==> src/icache_pkg.sv <==
package icache_pkg;

    // cache geometry
    localparam int ADDR_W     = 19;     // fetch byte address
    localparam int NUM_WAYS   = 4;
    localparam int NUM_SETS   = 8;
    localparam int LINE_WORDS = 16;     // 64 byte lines

    // upper bits left over after set, word and byte offset
    typedef logic [ADDR_W-$clog2(NUM_SETS*LINE_WORDS*4)-1:0] tag_t;
    typedef logic [$clog2(NUM_SETS)-1:0]                     set_idx_t;
    typedef logic [$clog2(LINE_WORDS)-1:0]                   word_idx_t;
    typedef logic [$clog2(NUM_SETS*LINE_WORDS)-1:0]          word_addr_t;   // {set, word}
    typedef logic [31:0]                                     instr_t;
    typedef logic [NUM_WAYS-1:0]                             way_onehot_t;

    // tag 18:9, set 8:6, word 5:2
    typedef struct packed {
        tag_t       tag;
        set_idx_t   set_idx;
        word_idx_t  word_idx;
        logic [1:0] byte_off;   // always 0 for fetches
    } fetch_addr_t;

    typedef enum logic [1:0] {
        SLEEP,      // cache off, all lines invalid
        IDLE,
        LOOKUP,     // tag compare of the granted fetch
        REFILL      // line coming in from the next level
    } ctrl_state_t;

endpackage

==> src/icache_refill.sv <==
`timescale 1ns/10ps

module icache_refill (
    input  logic                    clk,
    input  logic                    rst_n,
    input  logic                    miss_start,
    input  icache_pkg::fetch_addr_t miss_addr,
    input  logic                    refill_gnt,
    input  logic                    refill_r_valid,
    input  icache_pkg::instr_t      refill_r_data,
    output logic                    refill_req,
    output icache_pkg::fetch_addr_t refill_addr,
    output logic                    fill_valid,
    output icache_pkg::word_idx_t   fill_word,
    output icache_pkg::instr_t      fill_data,
    output logic                    refill_done
);

    import icache_pkg::*;

    logic      active;      // granted, words still to come
    word_idx_t cnt;         // next word index of the line
    logic      last_word;

    assign fill_valid = active & refill_r_valid;
    assign fill_word  = cnt;
    assign fill_data  = refill_r_data;
    assign last_word  = fill_valid && (cnt == word_idx_t'(LINE_WORDS - 1));

    always_ff @(posedge clk or negedge rst_n) begin
        if (!rst_n) begin
            refill_req  <= 1'b0;
            active      <= 1'b0;
            cnt         <= '0;
            refill_done <= 1'b0;
        end else begin
            refill_done <= last_word;           // one cycle after word 16
            if (miss_start)
                refill_req <= 1'b1;
            else if (refill_gnt)
                refill_req <= 1'b0;             // held until granted
            if (refill_req & refill_gnt) begin
                active <= 1'b1;
                cnt    <= '0;
            end else if (last_word) begin
                active <= 1'b0;
            end
            if (fill_valid)
                cnt <= cnt + 1'b1;              // words arrive in address order
        end
    end

    // line aligned request address
    always_ff @(posedge clk) begin
        if (miss_start)
            refill_addr <= '{tag: miss_addr.tag, set_idx: miss_addr.set_idx, default: '0};
    end

    a_no_data_when_idle: assert property (
        @(posedge clk) disable iff (!rst_n) refill_r_valid |-> active
    );

endmodule

==> config.mk <==
export PLATFORM = sky130hd
export DESIGN_NAME = icache_refill
export DESIGN_NICKNAME = d
export VERILOG_FILES = /design/src/icache_pkg.sv /design/src/icache_refill.sv
export SDC_FILE = /design/constraint.sdc
export NUM_CORES = 1
export LEC_CHECK = 0
export ABC_CLOCK_PERIOD_IN_PS = 3000
export BUFFER_PORTS_ARGS = -buffer_cell sky130_fd_sc_hd__buf_2
export CAP_MARGIN = 20
export CORE_ASPECT_RATIO = 1.4
export CORE_MARGIN = 8
export CORE_UTILIZATION = 36
export CTS_CLUSTER_DIAMETER = 40
export DETAILED_ROUTE_END_ITERATION = 10
export PLACE_DENSITY = 0.95
export RECOVER_POWER = 50
export SETUP_SLACK_MARGIN = 0.3
export SLEW_MARGIN = 20
export SYNTH_ARGS = -nofsm -noshare
export SYNTH_HDL_FRONTEND = slang
export SYNTH_SLANG_ARGS = --single-unit
export TNS_END_PERCENT = 100
==> constraint.sdc <==
create_clock -name clk -period 3 [get_ports clk]
set_input_delay 0.15 -clock clk [delete_from_list [all_inputs] [get_ports clk]]
set_output_delay 0.15 -clock clk [all_outputs]
set_load 0.05 [all_outputs]
==> results.yml <==
cts:
  htree_num_levels: 1
  cts-root-buf: "clkbuf_4"
  cts.sinks: 20
  cts_tree: "done"
  cts_setup_buffers: 0
  clk_pin_slew_ns: 0.11
  ctsResizeCount: 0
  cts.path.max_buffers: 2
  clk_latency_ns: 0.29
  numCtsBuffers: 3
  cts-hold-fix-buffers: 1
timing:
  fin_worst_skew_ns: 0.00854
  finalMaxSlewViolations: 0
  max_clock_freq_ghz: 0.697
  setup_viol: 0
  finalSetupTns_ns: 0
  fin_crit_ns: 1.43
  finalHoldViolCount: 0
  setup_ws_ns: 1.57
  rsz0062_at_grt: "false"
  fin_crit_sh: 0.478
power_and_ir_drop:
  clockPowerShare: 0.214
  powerDensity_mw_per_mm2: 705
  irDropWorstVdd_mv: 0.359
  p_switching_w: 0.000257
  seqPwrFrac: 0.496
  combPwrFrac: 0.290
  p_leak_nw: 0.466
  intPower_w: 0.000444
  switching_share: 0.367
global_routing:
  grt_pass1_wl_um: 2680
  antenna_found_initial: 0
  grt_pass1_vias: 556
  grt_usage: 0.0745
  grt_overflow_total: 0
  grt_max_degree: 15
setup_path:
  rr_startpoint: "fill_word[0]"
  reg2regPathDepth: 2
  crit_required_ns: 2.85
  crit_path_top_delay_cell: "dfrtp_1"
  crit_path_end_kind: "output pin"
  cp_max_fo: 8
  cp_top_family: "flip-flops"
  regToRegSetupSlack_ns: 1.91
  path_buf_inv: 1
  crit_arrival_ns: 1.28
  r2r_end: "fill_word[1]"
  worstSetupStartpoint: "active"
  path_cells: "and2_1 -> buf_2"
  start_kind: "flop"
  criticalPathCategory: "reg2out"
  slowest_delay_ns: 0.38
yosys:
  yosys.area.top_type_share: 0.391
  yosysWarnings: 0
  seq_area_frac_synth: 0.567
  yosysUniqueCellTypes: 19
  yosys-top-cells-area: "edfxtp_1, buf_4, dfrtp_1"
  postSynthAreaPerCell_um2: 12.6
  yosysTopAreaCell: "edfxtp_1"
  syn_area_um2: 997
  synthCells: 79
  synth_seq_cells: 20
route:
  firstDrtPassIters: 4
  vias_per_cell: 4.37
  ant_nets: 0
  vias: 538
  drc: 0
  routedWlPerCell_um: 15.2
  drtIter0Drc: 3
  wirelength_um: 1870
place:
  place_congestion: 0.688
  place_ws_ns: 1.91
  placed_area_um2: 950
  io_buffers: 37
  hpwl_um: 1550
floorplan:
  die_x_um: 60.5
  row_count: 22
  die_h_um: 78.3
  boundaryPins: 114
  start_util: 0.377
  dieArea_mm2: 0.00473
  core-area_mm2: 0.00264
layout:
  postLayoutCellArea_um2: 995
  areaGrowthSynthToFinish_pct: -0.251
  nets: 145
  drive_gt1_frac: 0.506
  n_antenna_cell: 0
min_path:
  min_from: "miss_addr[9]"
  holdPathStages: 1
  holdCritPathClass: "in2reg"
  hold_end: "refill_addr[9]"
job:
  max_cap_violations: 0
run_status:
  status: "complete, no violations"
[final cells by class]
type	count	area [um2]
Inverter	3	11.3
Fill cell	274	1650
Clock buffer	4	36.3
Multi-Input combinational cell	22	143
Tap cell	36	45.0
Timing Repair Buffer	38	194
Sequential cell	20	566
[state kept, by name, indices dropped and copies added (netlist names)]
register and cells:
active 1, refill_done 1, refill_addr 13, refill_req 1, fill_word 4
[power by group through the flow]
| stage | Combinational, W | Sequential, W | Clock [W] |
|---|---|---|---|
| 6_report | 0.000203 | 0.000348 | 0.000150 |
| 5_1_grt | 0.000216 | 0.000352 | 0.000170 |
| 3_3_place_gp | 0.000200 | 0.000351 | 0 |
| 2_1_floorplan | 0.000169 | 0.000456 | 0 |
| 4_1_cts | 0.000205 | 0.000348 | 0.000162 |
| 3_5_place_dp | 0.000204 | 0.000354 | 0 |
[layout by cell type, fill, tap and decap left out]
master	count
clkbuf_4	3
and4_4	1
dlygate4sd3_1	1
nand2_1	1
nand4_1	1
a22o_2	1
edfxtp_1	13
clkbuf_1	1
dfrtp_1	7
mux2_2	1
a21oi_1	4
o21ai_2	1
inv_1	3
mux2i_1	1
nand3_1	1
a21o_1	1
a22oi_1	1
conb_1	6
buf_2	36
clkbuf_8	1
and2_1	1
ha_1	1
[worst reg2reg max path, cell delays in order, from the launching register on]
cell and delay (ns):
dfrtp_1 0.44, ha_1 0.31, a22o_2 0.23
[cell usage after synthesis]
| master | count |
|---|---|
| mux2i_1 | 1 |
| mux2_2 | 1 |
| and2_1 | 1 |
| edfxtp_1 | 13 |
| a21o_1 | 1 |
| a22o_2 | 1 |
| buf_4 | 38 |
| a22oi_1 | 1 |
| and4_4 | 1 |
| buf_6 | 1 |
| dfrtp_1 | 7 |
| nand2_1 | 1 |
| nand3_1 | 1 |
| nand4_1 | 1 |
| conb_1 | 1 |
| inv_1 | 3 |
| a21oi_1 | 4 |
| ha_1 | 1 |
| o21ai_2 | 1 |
[routing by layer]
metal,share of wire,GRT usage
met5,0,0
met4,0.045,0.0656
met1,0.32,0.0727
met3,0.22,0.0440
met2,0.42,0.107
[worst max-delay path by stage]
stage / cells past startpoint / end / slack (ns)
2_1_floorplan: 2 / fill_word[1] / 1.68
3_3_place_gp: 2 / fill_valid / 1.95
3_5_place_dp: 2 / fill_valid / 1.91
4_1_cts: 2 / fill_valid / 1.54
5_1_grt: 2 / fill_valid / 1.50
6_report: 2 / fill_valid / 1.57
[through the flow]
stage	power (W)	hold WS (ns)	cells	utilization
after global routing	0.000738	0.00183	123	0.376
after detailed placement	0.000558	-0.00825	118	0.359
after floorplan	0.000625	-0.146	84	-
final	0.000702	0.0210	123	0.376
after CTS	0.000716	0.00249	123	0.377
after global placement	0.000551	-0.0193	118	0.359
[cells by family (layout without fill, tap and decap cells)]
| group | count (synthesis) | in the layout | share of synthesized area |
|---|---|---|---|
| adders and majority gates | 1 | 1 | 0.0125 |
| muxes | 2 | 2 | 0.0213 |
| other | 1 | 6 | 0.00376 |
| buffers and inverters | 42 | 45 | 0.309 |
| AOI/OAI and AO/OA | 8 | 8 | 0.0540 |
| DFF | 20 | 20 | 0.567 |
| and+or+nand+nor | 5 | 5 | 0.0326 |
No activity file was read; power rests on OpenSTA's default activity.
