$ cat config.mk
export PLATFORM = sky130hd
export DESIGN_NAME = icache_plru
export DESIGN_NICKNAME = d
export VERILOG_FILES = /design/src/icache_pkg.sv /design/src/icache_plru.sv
export SDC_FILE = /design/constraint.sdc
export NUM_CORES = 1
export LEC_CHECK = 0
export BUFFER_PORTS_ARGS = -buffer_cell sky130_fd_sc_hd__buf_4
export CAP_MARGIN = 40
export CORE_AREA = 5 5 78 80
export CTS_BUF_LIST = sky130_fd_sc_hd__clkbuf_2
export DETAILED_ROUTE_END_ITERATION = 8
export DIE_AREA = 0 0 83 85
export PLACE_DENSITY = 0.4
export SKIP_CTS_REPAIR_TIMING = 1
export SLEW_MARGIN = 40
export SYNTH_ARGS = -nofsm -noshare
export SYNTH_HDL_FRONTEND = slang
export SYNTH_SLANG_ARGS = --single-unit
$ cat constraint.sdc
create_clock -name clk -period 2.6 [get_ports clk]
set_clock_uncertainty 0.1 [all_clocks]
set_input_delay 0.52 -clock clk [delete_from_list [all_inputs] [get_ports clk]]
set_output_delay 0.52 -clock clk [all_outputs]
set_load 0.03 [all_outputs]
$ cat src/icache_pkg.sv
package icache_pkg;

    // cache geometry
    localparam int ADDR_W     = 19;     // fetch byte address
    localparam int NUM_WAYS   = 4;
    localparam int NUM_SETS   = 8;
    localparam int LINE_WORDS = 16;     // 64 byte lines

    // upper bits left over after set, word and byte offset
    typedef logic [ADDR_W-$clog2(NUM_SETS*LINE_WORDS*4)-1:0] tag_t;
    typedef logic [$clog2(NUM_SETS)-1:0]                     set_idx_t;
    typedef logic [$clog2(LINE_WORDS)-1:0]                   word_idx_t;
    typedef logic [$clog2(NUM_SETS*LINE_WORDS)-1:0]          word_addr_t;   // {set, word}
    typedef logic [31:0]                                     instr_t;
    typedef logic [NUM_WAYS-1:0]                             way_onehot_t;

    // tag 18:9, set 8:6, word 5:2
    typedef struct packed {
        tag_t       tag;
        set_idx_t   set_idx;
        word_idx_t  word_idx;
        logic [1:0] byte_off;   // always 0 for fetches
    } fetch_addr_t;

    typedef enum logic [1:0] {
        SLEEP,      // cache off, all lines invalid
        IDLE,
        LOOKUP,     // tag compare of the granted fetch
        REFILL      // line coming in from the next level
    } ctrl_state_t;

endpackage

$ cat src/icache_plru.sv
`timescale 1ns/10ps

module icache_plru (
    input  logic                    clk,
    input  logic                    rst_n,
    input  logic                    flush,
    input  logic                    touch,
    input  icache_pkg::set_idx_t    touch_set,
    input  icache_pkg::way_onehot_t touch_way,
    input  icache_pkg::way_onehot_t valid_mask,
    input  icache_pkg::set_idx_t    lookup_set,
    output icache_pkg::way_onehot_t victim_way
);

    import icache_pkg::*;

    // per set: [0] root, 1 = upper pair used last
    // [1] lower pair, 1 = way 1 used last; [2] upper pair, 1 = way 3 used last
    logic [2:0]  tree [NUM_SETS];
    logic [2:0]  cur;
    way_onehot_t invalid;
    way_onehot_t tree_victim;

    always_ff @(posedge clk or negedge rst_n) begin
        if (!rst_n) begin
            tree <= '{default: '0};
        end else if (flush) begin
            tree <= '{default: '0};
        end else if (touch) begin
            if (touch_way[0] | touch_way[1]) begin
                tree[touch_set][0] <= 1'b0;
                tree[touch_set][1] <= touch_way[1];
            end else begin
                tree[touch_set][0] <= 1'b1;
                tree[touch_set][2] <= touch_way[3];
            end
        end
    end

    assign cur     = tree[lookup_set];
    assign invalid = ~valid_mask;

    // walk away from the recently used side
    always_comb begin
        if (cur[0])
            tree_victim = cur[1] ? 4'b0001 : 4'b0010;
        else
            tree_victim = cur[2] ? 4'b0100 : 4'b1000;
    end

    // lowest invalid way first, tree only once the set is full
    assign victim_way = (|invalid) ? (invalid & (~invalid + way_onehot_t'(1))) : tree_victim;

    a_victim_onehot: assert property (
        @(posedge clk) disable iff (!rst_n) $onehot(victim_way)
    );

endmodule

==> results of run 1 <==
[per-layer routing]
layer	track usage, %	wire length [microns]
met2	15.5	1600
met5	0	0
met3	1.75	112
met4	3.12	22
met1	13.4	1600
[layout make-up]
type	count	area, sq um	area share, %
inverter	1	3.75	0.237
sequential	24	601	37.9
clock inverter	1	3.75	0.237
tap	72	90.1	5.69
multi-input combinational	99	681	43.0
clock buffer	3	15.0	0.948
timing repair buffer	24	190	12.0
[kinds of logic (layout without fill, tap and decap cells)]
kind of cell / count (synthesis) / after routing / synth area share (%)
muxes: 11 / 11 / 15.0
buffers and inverters: 8 / 29 / 2.84
DFF: 24 / 24 / 45.4
AOI/OAI and AO/OA: 26 / 26 / 11.8
and+or+nand+nor: 62 / 62 / 24.9
[per-stage QoR]
step	worst slack [ns]	power, mW
final	-0.000766	0.628
after CTS	-0.0829	0.634
after global routing	-0.0922	0.659
after detailed placement	-0.0000804	0.488
after global placement	0.0118	0.487
after floorplan	0.00964	0.435
[worst min-delay path: cells and delay by family]
family,cells,cell delay [ns]
AOI/OAI and AO/OA,1,0.05
buffers and inverters,1,0.15
and+or+nand+nor,1,0.07
[placed cells by master, fill, tap and decap left out, types with 2 or more instances in the layout]
master	instances
nand2_1	24
nand2b_1	7
mux2i_1	3
nor2_1	11
and4_1	2
mux4_2	6
a22oi_1	8
nand3_1	8
buf_4	21
a21oi_1	14
buf_6	2
clkbuf_2	3
dfrtp_1	24
and4bb_2	3
and4b_1	3
[worst max path at each step]
stage	end	cells past startpoint
after global placement	victim_way[3]	6
after global routing	victim_way[2]	5
after floorplan	victim_way[0]	5
after detailed placement	victim_way[3]	6
final	victim_way[3]	5
after CTS	victim_way[3]	5
[power by group through the flow]
stage	logic (mW)	registers [mW]	clock network, mW
2_1_floorplan	0.0485	0.387	0
3_3_place_gp	0.0992	0.388	0
3_5_place_dp	0.0998	0.388	0
4_1_cts	0.100	0.382	0.152
5_1_grt	0.111	0.383	0.165
6_report	0.101	0.382	0.146
==> reports/qor.yml, run 1 <==
outcome:
  status: "complete, but fails checks"
  violations: "setup timing"
synthesis:
  syn_nets: 149
  ys_seq_area_share_pct: 45.4
  synth.largest_area_cell: "dfrtp_1"
  yosysUniqueCellTypes: 25
  ys_ff_latch: 24
  synth_enable_flop_cells: 0
  syn_inst: 131
  avgSynthCellArea_sq_um: 10.1
  yosys_most_used_dff: "dfrtp_1"
  async_reset_ff_share_pct: 100
  synth_common_cells: "24 x dfrtp_1, 24 x nand2_1, 15 x a21oi_1"
  synthTopCellsByArea: "dfrtp_1 45%, mux4_2 6.8%, nand2_1 6.8%"
  synth_area_sq_mm: 0.00132
  yosysWarnings: 0
  synthDominantCellAreaShare_pct: 45.4
finish:
  fin_util_pct: 29.7
  diodes: 0
  syn_to_final_growth_pct: 19.8
  drive_above_1_share_pct: 25.0
  stdcell_count: 224
  nNetsFinal: 171
  final.fill_count: 597
  fin_area_sq_mm: 0.00158
  largest_reg_flops: 24
  reg.largest.list: "tree: 24 flops"
  largest_register: "tree"
setup_path:
  timing.critical_path.from_type: "flip-flop"
  crit_fanout: 2
  reg2reg_from: "tree[7]"
  critical_path_buf_inv_count: 1
  critPathKind: "flip-flop to primary output"
  startpoint: "tree[5]"
  cp-end-kind: "primary output"
  cp.required_ns: 1.98
  ff2ff_setup_slack_ns: 1.75
  slowest_stage: "mux4_2"
  worst_r2r_path_depth: 2
  critical-path-top-delay-family: "multiplexers"
  cp_cell_sequence: "mux4_2 > mux2_2 > o21ai_1 > and4_1 > buf_6"
  arrival_ns: 1.98
  r2r-end: "tree[7]"
  slowest_delay_ns: 0.48
clock_tree:
  h-tree-depth: 1
  cts_root_buf: "clkbuf_2"
  cts_sinks: 24
  clk_pin_slew_worst_paths_ns: 0.23
  clock_latency_ns: 0.33
  cts.path.max_buffers: 2
  numCtsBuffers: 3
  cts_tree: "done"
grt:
  track_usage_pct: 9.73
  grt_max_degree: 25
  grt_overflow: 0
  grt_pass1_wl_mm: 5.51
  grt_pass1_vias: 1027
  antenna_found_initial: 0
run:
  cap_violations: 0
power_and_ir_drop:
  peakVddDrop_uv: 184
  power.density_mw_per_mm2: 397
  p_seq_share_pct: 60.7
  power.share.switching_pct: 27.5
  comb_power_share_pct: 16.1
  p_switching_uw: 173
  internal-power_uw: 455
  clkPwrFrac_pct: 23.2
  leakage_nw: 0.655
floorplan:
  die_y_microns: 85
  core-area_sq_mm: 0.00534
  num_io_pins: 22
  start_util_pct: 24.8
  fp.dieW_microns: 83
  die_area_sq_mm: 0.00706
  num_rows: 27
timing:
  relSlewSlack_pct: 78.8
  max_freq_ghz: 0.385
  finalSetupViolCount: 1
  tightestPinTransition_ns: 0.318
  rsz0062_at_grt: "true"
  timing.final.hold_violations: 0
  fin_tns_setup_ns: -0.000766
  holdWs_ns: 0.364
  min_period_over_period_pct: 100
  layout_setup_ws_ns: -0.000766
  maxSlewViolCount: 0
  period_minus_slack_ns: 2.60
drt:
  vias_per_cell: 4.71
  totalWireLength_mm: 3.34
  drc: 0
  first_pass_iters: 4
  ant_nets: 0
  wl_per_cell_microns: 14.9
  drt-initial-drc-count: 94
  num_vias: 1054
placed_design:
  dp_hpwl_mm: 2.50
  place_congestion: 0.738
  dp.cells: 219
  placed_area_sq_mm: 0.00156
  io_buffers: 20
hold_path:
  worstHoldStart: "touch_way[3]"
  hold_depth: 3
  hold_class: "primary input to flip-flop"
  whs_endpoint: "tree[23]"
No activity file was read; power rests on OpenSTA's default activity.
==> inputs of run 2 (changes only) <==
--- a/config.mk
+++ b/config.mk
@@ -12,6 +12,7 @@
 export DETAILED_ROUTE_END_ITERATION = 8
 export DIE_AREA = 0 0 83 85
 export PLACE_DENSITY = 0.4
+export RECOVER_POWER = 100
 export SKIP_CTS_REPAIR_TIMING = 1
 export SLEW_MARGIN = 40
 export SYNTH_ARGS = -nofsm -noshare
==> run 2 against run 1 <==
The flow still finishes with violations (setup timing). Global-route usage unchanged. First-iteration DRC count down 3.2%. Wire length up 0.36%. Utilization shrank 0.35 points.
==> reports/qor.yml, run 2 (synthesis results as in run 1) <==
placed_design:
  io_buffers: 20  # unchanged
  place_congestion: 0.738  # unchanged
  placed_area_sq_mm: 0.00156  # unchanged
  dp_hpwl_mm: 2.50  # unchanged
drt:
  ant_nets: 0  # unchanged
  totalWireLength_mm: 3.35  # +0.36%
  drc: 0  # unchanged
  drt-initial-drc-count: 91  # -3.2%
  num_vias: 1063  # +0.85%
  wl_per_cell_microns: 15.0  # +0.36%
  first_pass_iters: 4  # unchanged
  vias_per_cell: 4.75  # +0.85%
clock_tree:
  h-tree-depth: 1  # unchanged
  cts_tree: "done"
  clock_latency_ns: 0.34  # about the same
  cts_root_buf: "clkbuf_2"
  cts.path.max_buffers: 2  # unchanged
  numCtsBuffers: 3  # unchanged
  clk_pin_slew_worst_paths_ns: 0.23  # about the same
  cts_sinks: 24  # unchanged
setup_path:
  slowest_stage: "mux4_2"
  critical-path-top-delay-family: "multiplexers"
  cp.required_ns: 1.98  # about the same
  critical_path_buf_inv_count: 1  # unchanged
  slowest_delay_ns: 0.47  # about the same
  cp-end-kind: "primary output"
  critPathKind: "flip-flop to primary output"
  cp_cell_sequence: "mux4_2 > mux2_2 > o21ai_1 > and4_1 > buf_6"
  crit_fanout: 2  # unchanged
  timing.critical_path.from_type: "flip-flop"
  arrival_ns: 1.98  # about the same
floorplan:
  num_rows: 27  # unchanged
  core-area_sq_mm: 0.00534  # unchanged
  start_util_pct: 24.8  # unchanged
  fp.dieW_microns: 83  # unchanged
  die_y_microns: 85  # unchanged
  num_io_pins: 22  # unchanged
  die_area_sq_mm: 0.00706  # unchanged
grt:
  grt_max_degree: 25  # unchanged
  grt_pass1_wl_mm: 5.51  # unchanged
  grt_pass1_vias: 1027  # unchanged
  antenna_found_initial: 0  # unchanged
  grt_overflow: 0  # unchanged
  track_usage_pct: 9.73  # unchanged
hold_path:
  hold_class: "primary input to flip-flop"
timing:
  min_period_over_period_pct: 100  # about the same
  timing.final.hold_violations: 0  # unchanged
  layout_setup_ws_ns: -0.00239  # -0.00162 ns
  rsz0062_at_grt: "true"
  fin_tns_setup_ns: -0.00239  # -0.00162 ns
  tightestPinTransition_ns: 1.32  # +0.999 ns
  finalSetupViolCount: 1  # unchanged
  period_minus_slack_ns: 2.60  # +0.00162 ns
  relSlewSlack_pct: 12.2  # -67 points
  maxSlewViolCount: 0  # unchanged
  max_freq_ghz: 0.384  # about the same
  holdWs_ns: 0.358  # -0.00575 ns
finish:
  diodes: 0  # unchanged
  largest_reg_flops: 24  # unchanged
  fin_area_sq_mm: 0.00157  # -1.2%
  fin_util_pct: 29.3  # -0.35 points
  reg.largest.list: "tree: 24 flops"
  nNetsFinal: 171  # unchanged
  final_cell_mix: "24 x nand2_1, 24 x dfrtp_1, 16 x buf_4"
  drive_above_1_share_pct: 19.7  # -5.3 points
  largest_register: "tree"
  syn_to_final_growth_pct: 18.4
power_and_ir_drop:
  peakVddDrop_uv: 183  # -0.45%
  power.density_mw_per_mm2: 400  # +0.83%
  power_uw: 626  # -0.36%
  leakage_nw: 0.644  # -1.6%
outcome:
  violations: "setup timing"
  status: "complete, but fails checks"
run:
  cap_violations: 0  # unchanged
[run 2: tightest hold or removal path, cell delays in order]
cell and delay [ns]:
buf_4 0.15, nand3_1 0.07, a21oi_1 0.05
[run 2: where the power goes]
group / internal [mW] / switching (mW)
registers: 0.379 / 0.00284
clock network: 0.0334 / 0.113
logic: 0.0398 / 0.0580
[run 2: path summary, 6_finish.rpt]
kind | from | to | slack [ns] | depth (start not counted)
setup / recovery | tree[17] | victim_way[3] | -0.002 | 5
hold / removal | touch_way[3] | tree[23] | 0.36 | 3
setup reg to reg | tree[7] | tree[7] | 1.74 | 2
hold reg to reg | tree[8] | tree[8] | 0.44 | 2
max in group asynchronous | rst_n | tree[2] | 0.78 | 2
min in group asynchronous | rst_n | tree[10] | 0.85 | 2
[run 2: metrics by stage]
stage / std cells / setup WS, ns
after global placement: 219 / 0.0118
after CTS: 223 / -0.0829
after global routing: 224 / -0.0922
final: 224 / -0.00239
after floorplan: 131 / 0.00964
after detailed placement: 219 / -0.0000804
[run 2: area by class of cell]
| cell class | count | area (sq um) |
|---|---|---|
| Clock inverter | 1 | 3.75 |
| Clock buffer | 3 | 15.0 |
| Multi-Input combinational cell | 99 | 681 |
| Tap cell | 72 | 90.1 |
| Timing Repair Buffer | 24 | 171 |
| Sequential cell | 24 | 601 |
| Fill cell | 600 | 3770 |
| Inverter | 1 | 3.75 |
[run 2: metal layers]
| layer | GRT usage [%] | vias up | wire length (microns) |
|---|---|---|---|
| met1 | 13.4 | 520 | 1610 |
| met3 | 1.75 | 2 | 96 |
| li1 | - | 521 | - |
| met5 | 0 | - | 0 |
| met4 | 3.12 | 0 | 22 |
| met2 | 15.5 | 20 | 1630 |
