===== src/icache_pkg.sv =====
package icache_pkg;

    // cache geometry
    localparam int ADDR_W     = 19;     // fetch byte address
    localparam int NUM_WAYS   = 4;
    localparam int NUM_SETS   = 8;
    localparam int LINE_WORDS = 16;     // 64 byte lines

    // upper bits left over after set, word and byte offset
    typedef logic [ADDR_W-$clog2(NUM_SETS*LINE_WORDS*4)-1:0] tag_t;
    typedef logic [$clog2(NUM_SETS)-1:0]                     set_idx_t;
    typedef logic [$clog2(LINE_WORDS)-1:0]                   word_idx_t;
    typedef logic [$clog2(NUM_SETS*LINE_WORDS)-1:0]          word_addr_t;   // {set, word}
    typedef logic [31:0]                                     instr_t;
    typedef logic [NUM_WAYS-1:0]                             way_onehot_t;

    // tag 18:9, set 8:6, word 5:2
    typedef struct packed {
        tag_t       tag;
        set_idx_t   set_idx;
        word_idx_t  word_idx;
        logic [1:0] byte_off;   // always 0 for fetches
    } fetch_addr_t;

    typedef enum logic [1:0] {
        SLEEP,      // cache off, all lines invalid
        IDLE,
        LOOKUP,     // tag compare of the granted fetch
        REFILL      // line coming in from the next level
    } ctrl_state_t;

endpackage


===== src/icache_ctrl.sv =====
`timescale 1ns/10ps

module icache_ctrl (
    input  logic                    clk,
    input  logic                    rst_n,
    input  logic                    fetch_req,
    input  icache_pkg::fetch_addr_t fetch_addr,
    input  logic                    cache_on,
    input  logic                    sleep_pending,
    input  logic                    hit,
    input  icache_pkg::instr_t      hit_data,
    input  icache_pkg::way_onehot_t hit_way,
    input  logic                    fill_valid,
    input  icache_pkg::word_idx_t   fill_word,
    input  icache_pkg::instr_t      fill_data,
    input  logic                    refill_done,
    output logic                    fetch_gnt,
    output logic                    fetch_r_valid,
    output icache_pkg::instr_t      fetch_r_data,
    output logic                    lookup_en,
    output icache_pkg::fetch_addr_t lookup_addr,
    output logic                    miss_start,
    output logic                    sleep_ack,
    output logic                    plru_touch,
    output icache_pkg::way_onehot_t touch_way
);

    import icache_pkg::*;

    ctrl_state_t state;
    ctrl_state_t state_nx;
    fetch_addr_t req_q;         // granted fetch address
    logic        can_grant;

    // no new grants once a sleep is waiting
    assign can_grant = fetch_req & cache_on & ~sleep_pending;

    assign lookup_en   = fetch_gnt;                         // bank read starts at grant
    assign lookup_addr = fetch_gnt ? fetch_addr : req_q;    // miss address to refill otherwise
    assign touch_way   = hit_way;                           // hit way, or fill way in refill

    always_comb begin
        state_nx      = state;
        fetch_gnt     = 1'b0;
        fetch_r_valid = 1'b0;
        fetch_r_data  = hit_data;
        miss_start    = 1'b0;
        sleep_ack     = 1'b0;
        plru_touch    = 1'b0;
        case (state)
            SLEEP: begin
                if (cache_on)
                    state_nx = IDLE;
            end
            IDLE: begin
                if (sleep_pending) begin
                    sleep_ack = 1'b1;       // flushes the arrays
                    state_nx  = SLEEP;
                end else if (can_grant) begin
                    fetch_gnt = 1'b1;
                    state_nx  = LOOKUP;
                end
            end
            LOOKUP: begin
                if (hit) begin
                    fetch_r_valid = 1'b1;
                    plru_touch    = 1'b1;
                    fetch_gnt     = can_grant;  // next fetch overlaps this return
                    state_nx      = can_grant ? LOOKUP : IDLE;
                end else begin
                    miss_start = 1'b1;
                    state_nx   = REFILL;
                end
            end
            REFILL: begin
                fetch_r_data = fill_data;
                // requested word goes out as it passes
                if (fill_valid && fill_word == req_q.word_idx)
                    fetch_r_valid = 1'b1;
                if (refill_done) begin
                    plru_touch = 1'b1;
                    state_nx   = IDLE;
                end
            end
            default: state_nx = SLEEP;
        endcase
    end

    always_ff @(posedge clk or negedge rst_n) begin
        if (!rst_n)
            state <= SLEEP;
        else
            state <= state_nx;
    end

    always_ff @(posedge clk) begin
        if (fetch_gnt)
            req_q <= fetch_addr;
    end

endmodule


===== config.mk =====
export PLATFORM = sky130hd
export DESIGN_NAME = icache_ctrl
export DESIGN_NICKNAME = d
export VERILOG_FILES = /design/src/icache_pkg.sv /design/src/icache_ctrl.sv
export SDC_FILE = /design/constraint.sdc
export NUM_CORES = 1
export LEC_CHECK = 0
export ABC_CLOCK_PERIOD_IN_PS = 2460
export BUFFER_PORTS_ARGS = -buffer_cell sky130_fd_sc_hd__buf_2
export CORE_UTILIZATION = 33
export DETAILED_ROUTE_END_ITERATION = 16
export PLACE_DENSITY = 0.91
export SLEW_MARGIN = 20
export SYNTH_ARGS = -nofsm -noshare
export SYNTH_HDL_FRONTEND = slang
export SYNTH_SLANG_ARGS = --single-unit

===== constraint.sdc =====
create_clock -name clk -period 2.46 [get_ports clk]
set_input_delay 0.123 -clock clk [delete_from_list [all_inputs] [get_ports clk]]
set_output_delay 0.123 -clock clk [all_outputs]
set_load 0.01 [all_outputs]

==> results of run 1 <==
synth_stat cells, types with 2 or more instances:
cell type and n:
mux2_2 51, dfxtp_1 19, inv_1 6, buf_4 5, buf_2 4, ha_1 4, nand2_1 3, xor2_1 3
buf_6 2, dfrtp_1 2, mux2i_1 2, nor2b_1 2
timing repair:
action,CTS,global route
hold endpoints to repair,2,0
hold buffers,1,0
setup endpoints to repair,0,19
setup buffers,0,1
gates resized for setup,0,7
stage by stage:
| step | TNS (ns) | hold WS (ns) | instances |
|---|---|---|---|
| global route | -0.00126 | 0.101 | 311 |
| detailed placement | 0 | -0.0882 | 303 |
| global placement | 0 | -0.0895 | 303 |
| finish | 0 | 0.103 | 311 |
| CTS | 0 | 0.101 | 308 |
| floorplan | 0 | -0.173 | 113 |
registers in the layout (all words and copies together), names as in the netlist:
signal and count:
req_q 19, state 2
layer usage:
metal / vias up / part of all wire / track usage
li1: 698 / - / -
met1: 638 / 0.34 / 0.166
met2: 89 / 0.52 / 0.331
met3: 12 / 0.11 / 0.0503
met4: 0 / 0.029 / 0.0897
met5: - / 0 / 0
final cells by class:
class | count | area, µm²
well taps | 48 | 60.1
flip-flops and latches | 21 | 430
repair buffers | 157 | 815
fillers | 355 | 1580
multi-input cells | 75 | 793
inverters | 6 | 22.5
clock buffers | 3 | 41.3
clock inverters | 1 | 5.00
logic make-up (layout without fill, tap and decap cells):
| family | count (synthesis) | count (layout) | synth area share |
|---|---|---|---|
| XOR/XNOR | 4 | 4 | 0.0264 |
| AO/OA/AOI/OAI | 5 | 5 | 0.0472 |
| buffers and inverters | 17 | 167 | 0.0774 |
| multiplexers | 53 | 53 | 0.448 |
| flip-flops | 21 | 21 | 0.325 |
| adder cells (fa/ha/maj) | 4 | 4 | 0.0377 |
| AND/OR/NAND/NOR | 9 | 9 | 0.0387 |
critical path: stages (launching register included):
cell       delay [ns]
dfrtp_1          0.40
inv_1            0.11
ha_1             0.22
nand2_2          0.11
a2111oi_4        0.43
buf_6            0.21
mux2_2           0.34
buf_2            0.14
final timing paths:
path	start	endpoint	slack, ns	cells past startpoint
min in group asynchronous	rst_n	state[0]	0.22	2
hold / removal	fetch_addr[6]	req_q[6]	0.10	2
setup / recovery	state[0]	lookup_addr[3]	0.11	7
hold reg to reg	req_q[6]	req_q[6]	0.47	1
max in group asynchronous	rst_n	state[1]	2.14	2
setup reg to reg	state[0]	req_q[16]	0.52	6
power by group through the flow:
stage | combinational [mW] | clock, mW | sequential [mW]
after floorplan | 0.655 | 0 | 0.563
after global placement | 0.978 | 0 | 0.575
after detailed placement | 1.01 | 0 | 0.587
after CTS | 1.02 | 0.221 | 0.580
after global routing | 1.11 | 0.237 | 0.600
final | 1.02 | 0.217 | 0.578
==> reports/summary.txt, run 1 <==
Share of cells above drive strength 1 -> 0.810
Ports -> 160
Nets -> 367
Clk Latency, worst-skew pair -> 0.25 ns
Core area -> 3740 µm²
Peak Freq -> 426 MHz
Seq pwr share -> 0.319
Port Buf Inserts -> 151
Critical Path RT -> 2.34 ns
Largest net degree at the start of global routing -> 35
Endpoints failing hold -> 0
Routed len/inst -> 13.2 µm
Pwr per Cell Area -> 837 nW/µm²
Prevailing post-synth register cell -> dfxtp_1
First-iteration detailed-routing DRC count -> 9
Synth cell types -> 22
Tcrit/Tclk final -> 0.954
GRT overflow -> 0
Sequential-to-total area share from yosys stat -> 0.325
Detailed Routing Iterations Pass 1 -> 5
Area fraction of the dominant cell type after synthesis -> 0.433
Yosys reg bits -> 21
Final WL -> 4.12 mm
Area Overhead vs Synth -> 63.4%
Die footprint -> 4280 µm²
Critical path endpoint category -> output pin
Outcome -> finished clean
P_int -> 1.16 mW
Cells after Synth -> 113
Finished Cell Area -> 2170 µm²
CP startpoint kind -> register
# H-tree levels -> 1
Drt drc -> 0
Mapped cell area -> 1330 µm²
CP arrival -> 2.22 ns
Most frequent cells in the layout -> buf_2 (151), mux2_2 (51), dfxtp_1 (19)
Worst-margin pin slew -> 0.468 ns
Total power -> 1.81 mW
Avg Synthesized Cell Area -> 11.7 µm²
Initial Util -> 0.354
Clk buf depth -> 2
Clk_skew -> 0.00335 ns
Sw power -> 652 µW
Syn nets -> 216
Initial antenna violation count -> 0
Ys async rst share -> 0.0952
Clock power frac -> 0.120
Vias -> 1437
Num CTS Buffers -> 3
Worst setup margin -> 0.114 ns
Util after Layout -> 0.579
Top cells by area in the synthesized netlist -> mux2_2 (43%), dfxtp_1 (29%), dfrtp_1 (3.8%)
Pre-CTS setup slack -> 0.318 ns
Clk sink count -> 21
# rows -> 22
Critical Path Fanout Max -> 9
RSZ-0062 raised after global routing -> true
GRT Total Usage -> 0.174
TritonCTS clock tree -> yes
Combinational share of power -> 0.562
Synth area leader -> mux2_2
Hold Crit Class -> input pin to register
Max Cap Violations -> 0
Slew margin rel. -> 0.688
Synth warnings -> 0
Clock transition at path regs -> 0.07 ns
Die Y -> 65.4 µm
Final min period -> 2.35 ns
Antenna Nets Post-Route -> 0
Max IR drop VDD -> 618 µV
Placed cell area -> 2080 µm²
Post-synth EDFFs -> 0
# setup viols final -> 0
Via-to-Cell Ratio -> 4.62
Critical setup path kind -> register to output pin
Die X -> 65.4 µm
Vias in the first global route -> 1317
Leakage power -> 1.17 nW
Commonest non-fill, non-tap cell in the layout -> buf_2
First-pass GRT wire length -> 5.70 mm
Detailed-placement wirelength estimate -> 3.41 mm
Root Buffer -> clkbuf_8
Routability cong. -> 0.843
Switching share of power -> 0.359
Antenna diode count -> 0
Max Slew Vio Count -> 0
No activity file was read; power rests on OpenSTA's default activity.
==> run 2, diff against run 1 <==
--- a/config.mk
+++ b/config.mk
@@ -7,9 +7,11 @@
 export LEC_CHECK = 0
 export ABC_CLOCK_PERIOD_IN_PS = 2460
 export BUFFER_PORTS_ARGS = -buffer_cell sky130_fd_sc_hd__buf_2
-export CORE_UTILIZATION = 33
+export CELL_PAD_IN_SITES_DETAIL_PLACEMENT = 2
+export CELL_PAD_IN_SITES_GLOBAL_PLACEMENT = 2
+export CORE_UTILIZATION = 16
 export DETAILED_ROUTE_END_ITERATION = 16
-export PLACE_DENSITY = 0.91
+export PLACE_DENSITY = 0.9
 export SLEW_MARGIN = 20
 export SYNTH_ARGS = -nofsm -noshare
 export SYNTH_HDL_FRONTEND = slang
==> reports/summary.txt, run 2 (same netlist as run 1, synthesis figures left out) <==
Clk_skew -> 0.00373 ns (+0.000385 ns)
Critical setup path kind -> register to output pin
Clock transition at path regs -> 0.08 ns (about the same)
Die Y -> 93.0 µm (+42%)
# H-tree levels -> 1 (unchanged)
Nets -> 369 (+0.54%)
Endpoints failing hold -> 0 (unchanged)
Most flop-heavy register -> req_q
Min Hold Slack -> 0.107 ns (+0.00333 ns)
Routed len/inst -> 13.4 µm (+1.5%)
Critical Path Fanout Max -> 5 (-4)
Outcome -> finished clean
Share of cells above drive strength 1 -> 0.815 (+0.00521)
Max Cap Violations -> 0 (unchanged)
Initial antenna violation count -> 0 (unchanged)
Tcrit/Tclk final -> 0.946 (-0.00810)
# setup viols final -> 0 (unchanged)
Largest net degree at the start of global routing -> 22 (-37%)
Worst-margin pin slew -> 0.500 ns (+0.0321 ns)
First-pass GRT wire length -> 6.71 mm (+18%)
GRT busiest layer -> met2
CP max-delay cell -> dfrtp_1
Vias -> 1464 (+1.9%)
Die footprint -> 8660 µm² (+100%)
Placed cell count -> 358 (+18%)
# rows -> 32 (+45%)
Delay-heaviest family, CP -> buffers and inverters
Port Buf Inserts -> 151 (unchanged)
Post-Layout Cell Count -> 367 (+18%)
Final min period -> 2.33 ns (-0.0199 ns)
Ports -> 160 (unchanged)
Vias in the first global route -> 1461 (+11%)
Peak Freq -> 430 MHz (+0.86%)
First-iteration detailed-routing DRC count -> 21 (+12)
Die X -> 93.0 µm (+42%)
Max Slew Vio Count -> 0 (unchanged)
Detailed Routing Iterations Pass 1 -> 4 (-1)
Num CTS Buffers -> 3 (unchanged)
Max reg flops -> 19 (unchanged)
Clk sink count -> 21 (unchanged)
CP startpoint kind -> register
Grt met3 use -> 0.0472 (-0.00319)
Initial Util -> 0.168 (-0.186)
Registers with the most flip-flops -> req_q (19), state (2)
Total power -> 1.85 mW (+2.3%)
Detailed-placement wirelength estimate -> 4.18 mm (+22%)
GRT Total Usage -> 0.0975 (-0.0765)
TritonCTS clock tree -> yes
Pre-CTS setup slack -> 0.302 ns (-0.0155 ns)
Core area -> 7890 µm² (+110%)
Drt drc -> 0 (unchanged)
Critical Path RT -> 2.34 ns (about the same)
Fill cells -> 930 (+160%)
Root Buffer -> clkbuf_8
Routability cong. -> 0.643 (-24%)
Antenna Nets Post-Route -> 0 (unchanged)
GRT overflow -> 0 (unchanged)
Slew margin rel. -> 0.667 (-0.0214)
Pwr per Cell Area -> 821 nW/µm² (-1.8%)
Clk buf depth -> 2 (unchanged)
CP arrival -> 2.20 ns (-0.02 ns)
WP buf/inv -> 3 (unchanged)
Area Overhead vs Synth -> 70.3%
GRT met1 Usage -> 0.0848 (-0.0815)
Commonest non-fill, non-tap cell in the layout -> buf_2
Max IR drop VDD -> 457 µV (-26%)
Met2 usage -> 0.199 (-0.132)
Clk Latency, worst-skew pair -> 0.25 ns (about the same)
Leakage power -> 1.18 nW (+0.75%)
CP max stage delay -> 0.41 ns (-0.02 ns)
Most frequent cells in the layout -> buf_2 (151), mux2_2 (51), dfxtp_1 (19)
Antenna diode count -> 0 (unchanged)
Via-to-Cell Ratio -> 3.99 (-14%)
Critical path endpoint category -> output pin
Final WL -> 4.94 mm (+20%)
Hold Crit Class -> input pin to register
Total negative setup slack -> 0 ns (unchanged)
Worst setup margin -> 0.134 ns (+0.0199 ns)
Worst path cell trace -> inv_1, ha_4, nand2_2, a2111oi_4, buf_4, mux2_2, buf_2
-- run 2: cell count changes in the layout (fill, tap and decap cells not counted) --
cell	change
ha_1	-1
buf_4	+3
buf_6	-1
ha_4	+1
-- run 2: area by class of cell --
type	instances	area [µm²]	area share
Sequential cell	21	430	0.191
Clock inverter	1	5.00	0.00222
Clock buffer	3	41.3	0.0183
Multi-Input combinational cell	75	806	0.357
Tap cell	102	128	0.0565
Timing Repair Buffer	159	826	0.366
Inverter	6	22.5	0.00997
-- run 2: what timing repair did --
| item | CTS | global route |
|---|---|---|
| setup buffers | 0 | 2 |
| endpoints found under the setup margin | 0 | 19 |
| gates resized for setup | 0 | 8 |
| hold buffers | 1 | 0 |
| hold endpoints to repair | 2 | 0 |
-- run 2: final timing paths --
path | to | slack [ns] | start | depth (start not counted)
worst min register to register | req_q[12] | 0.47 | req_q[12] | 1
worst min-delay path | req_q[6] | 0.11 | fetch_addr[6] | 2
worst max-delay path | lookup_addr[14] | 0.13 | state[0] | 7
min in group asynchronous | state[1] | 0.19 | rst_n | 2
max in group asynchronous | state[0] | 2.18 | rst_n | 2
worst max register to register | req_q[13] | 0.54 | state[0] | 6
-- run 2: per-stage QoR --
stage,utilization,area [µm²]
2_1_floorplan,-,1330
3_3_place_gp,0.273,2150
3_5_place_dp,0.273,2150
4_1_cts,0.280,2210
5_1_grt,0.286,2260
6_report,0.286,2260
-- run 2: worst reg2reg max path, cell delays in order (launching register included) --
cell	delay, ns
dfrtp_1	0.41
inv_1	0.16
ha_4	0.18
nand2_2	0.09
a2111oi_4	0.41
buf_4	0.22
mux2_2	0.35
-- run 2: layer usage --
metal	part of all wire	routed length, µm	vias to the layer above
met4	0.0020	10	0
met5	0	0	-
met1	0.31	1530	666
met2	0.54	2680	97
met3	0.14	714	2
li1	-	-	699
-- run 2: where the power goes --
part / internal (mW) / total [mW] / switching, mW
sequential: 0.513 / 0.575 / 0.0612
combinational: 0.548 / 1.06 / 0.511
clock: 0.113 / 0.221 / 0.108
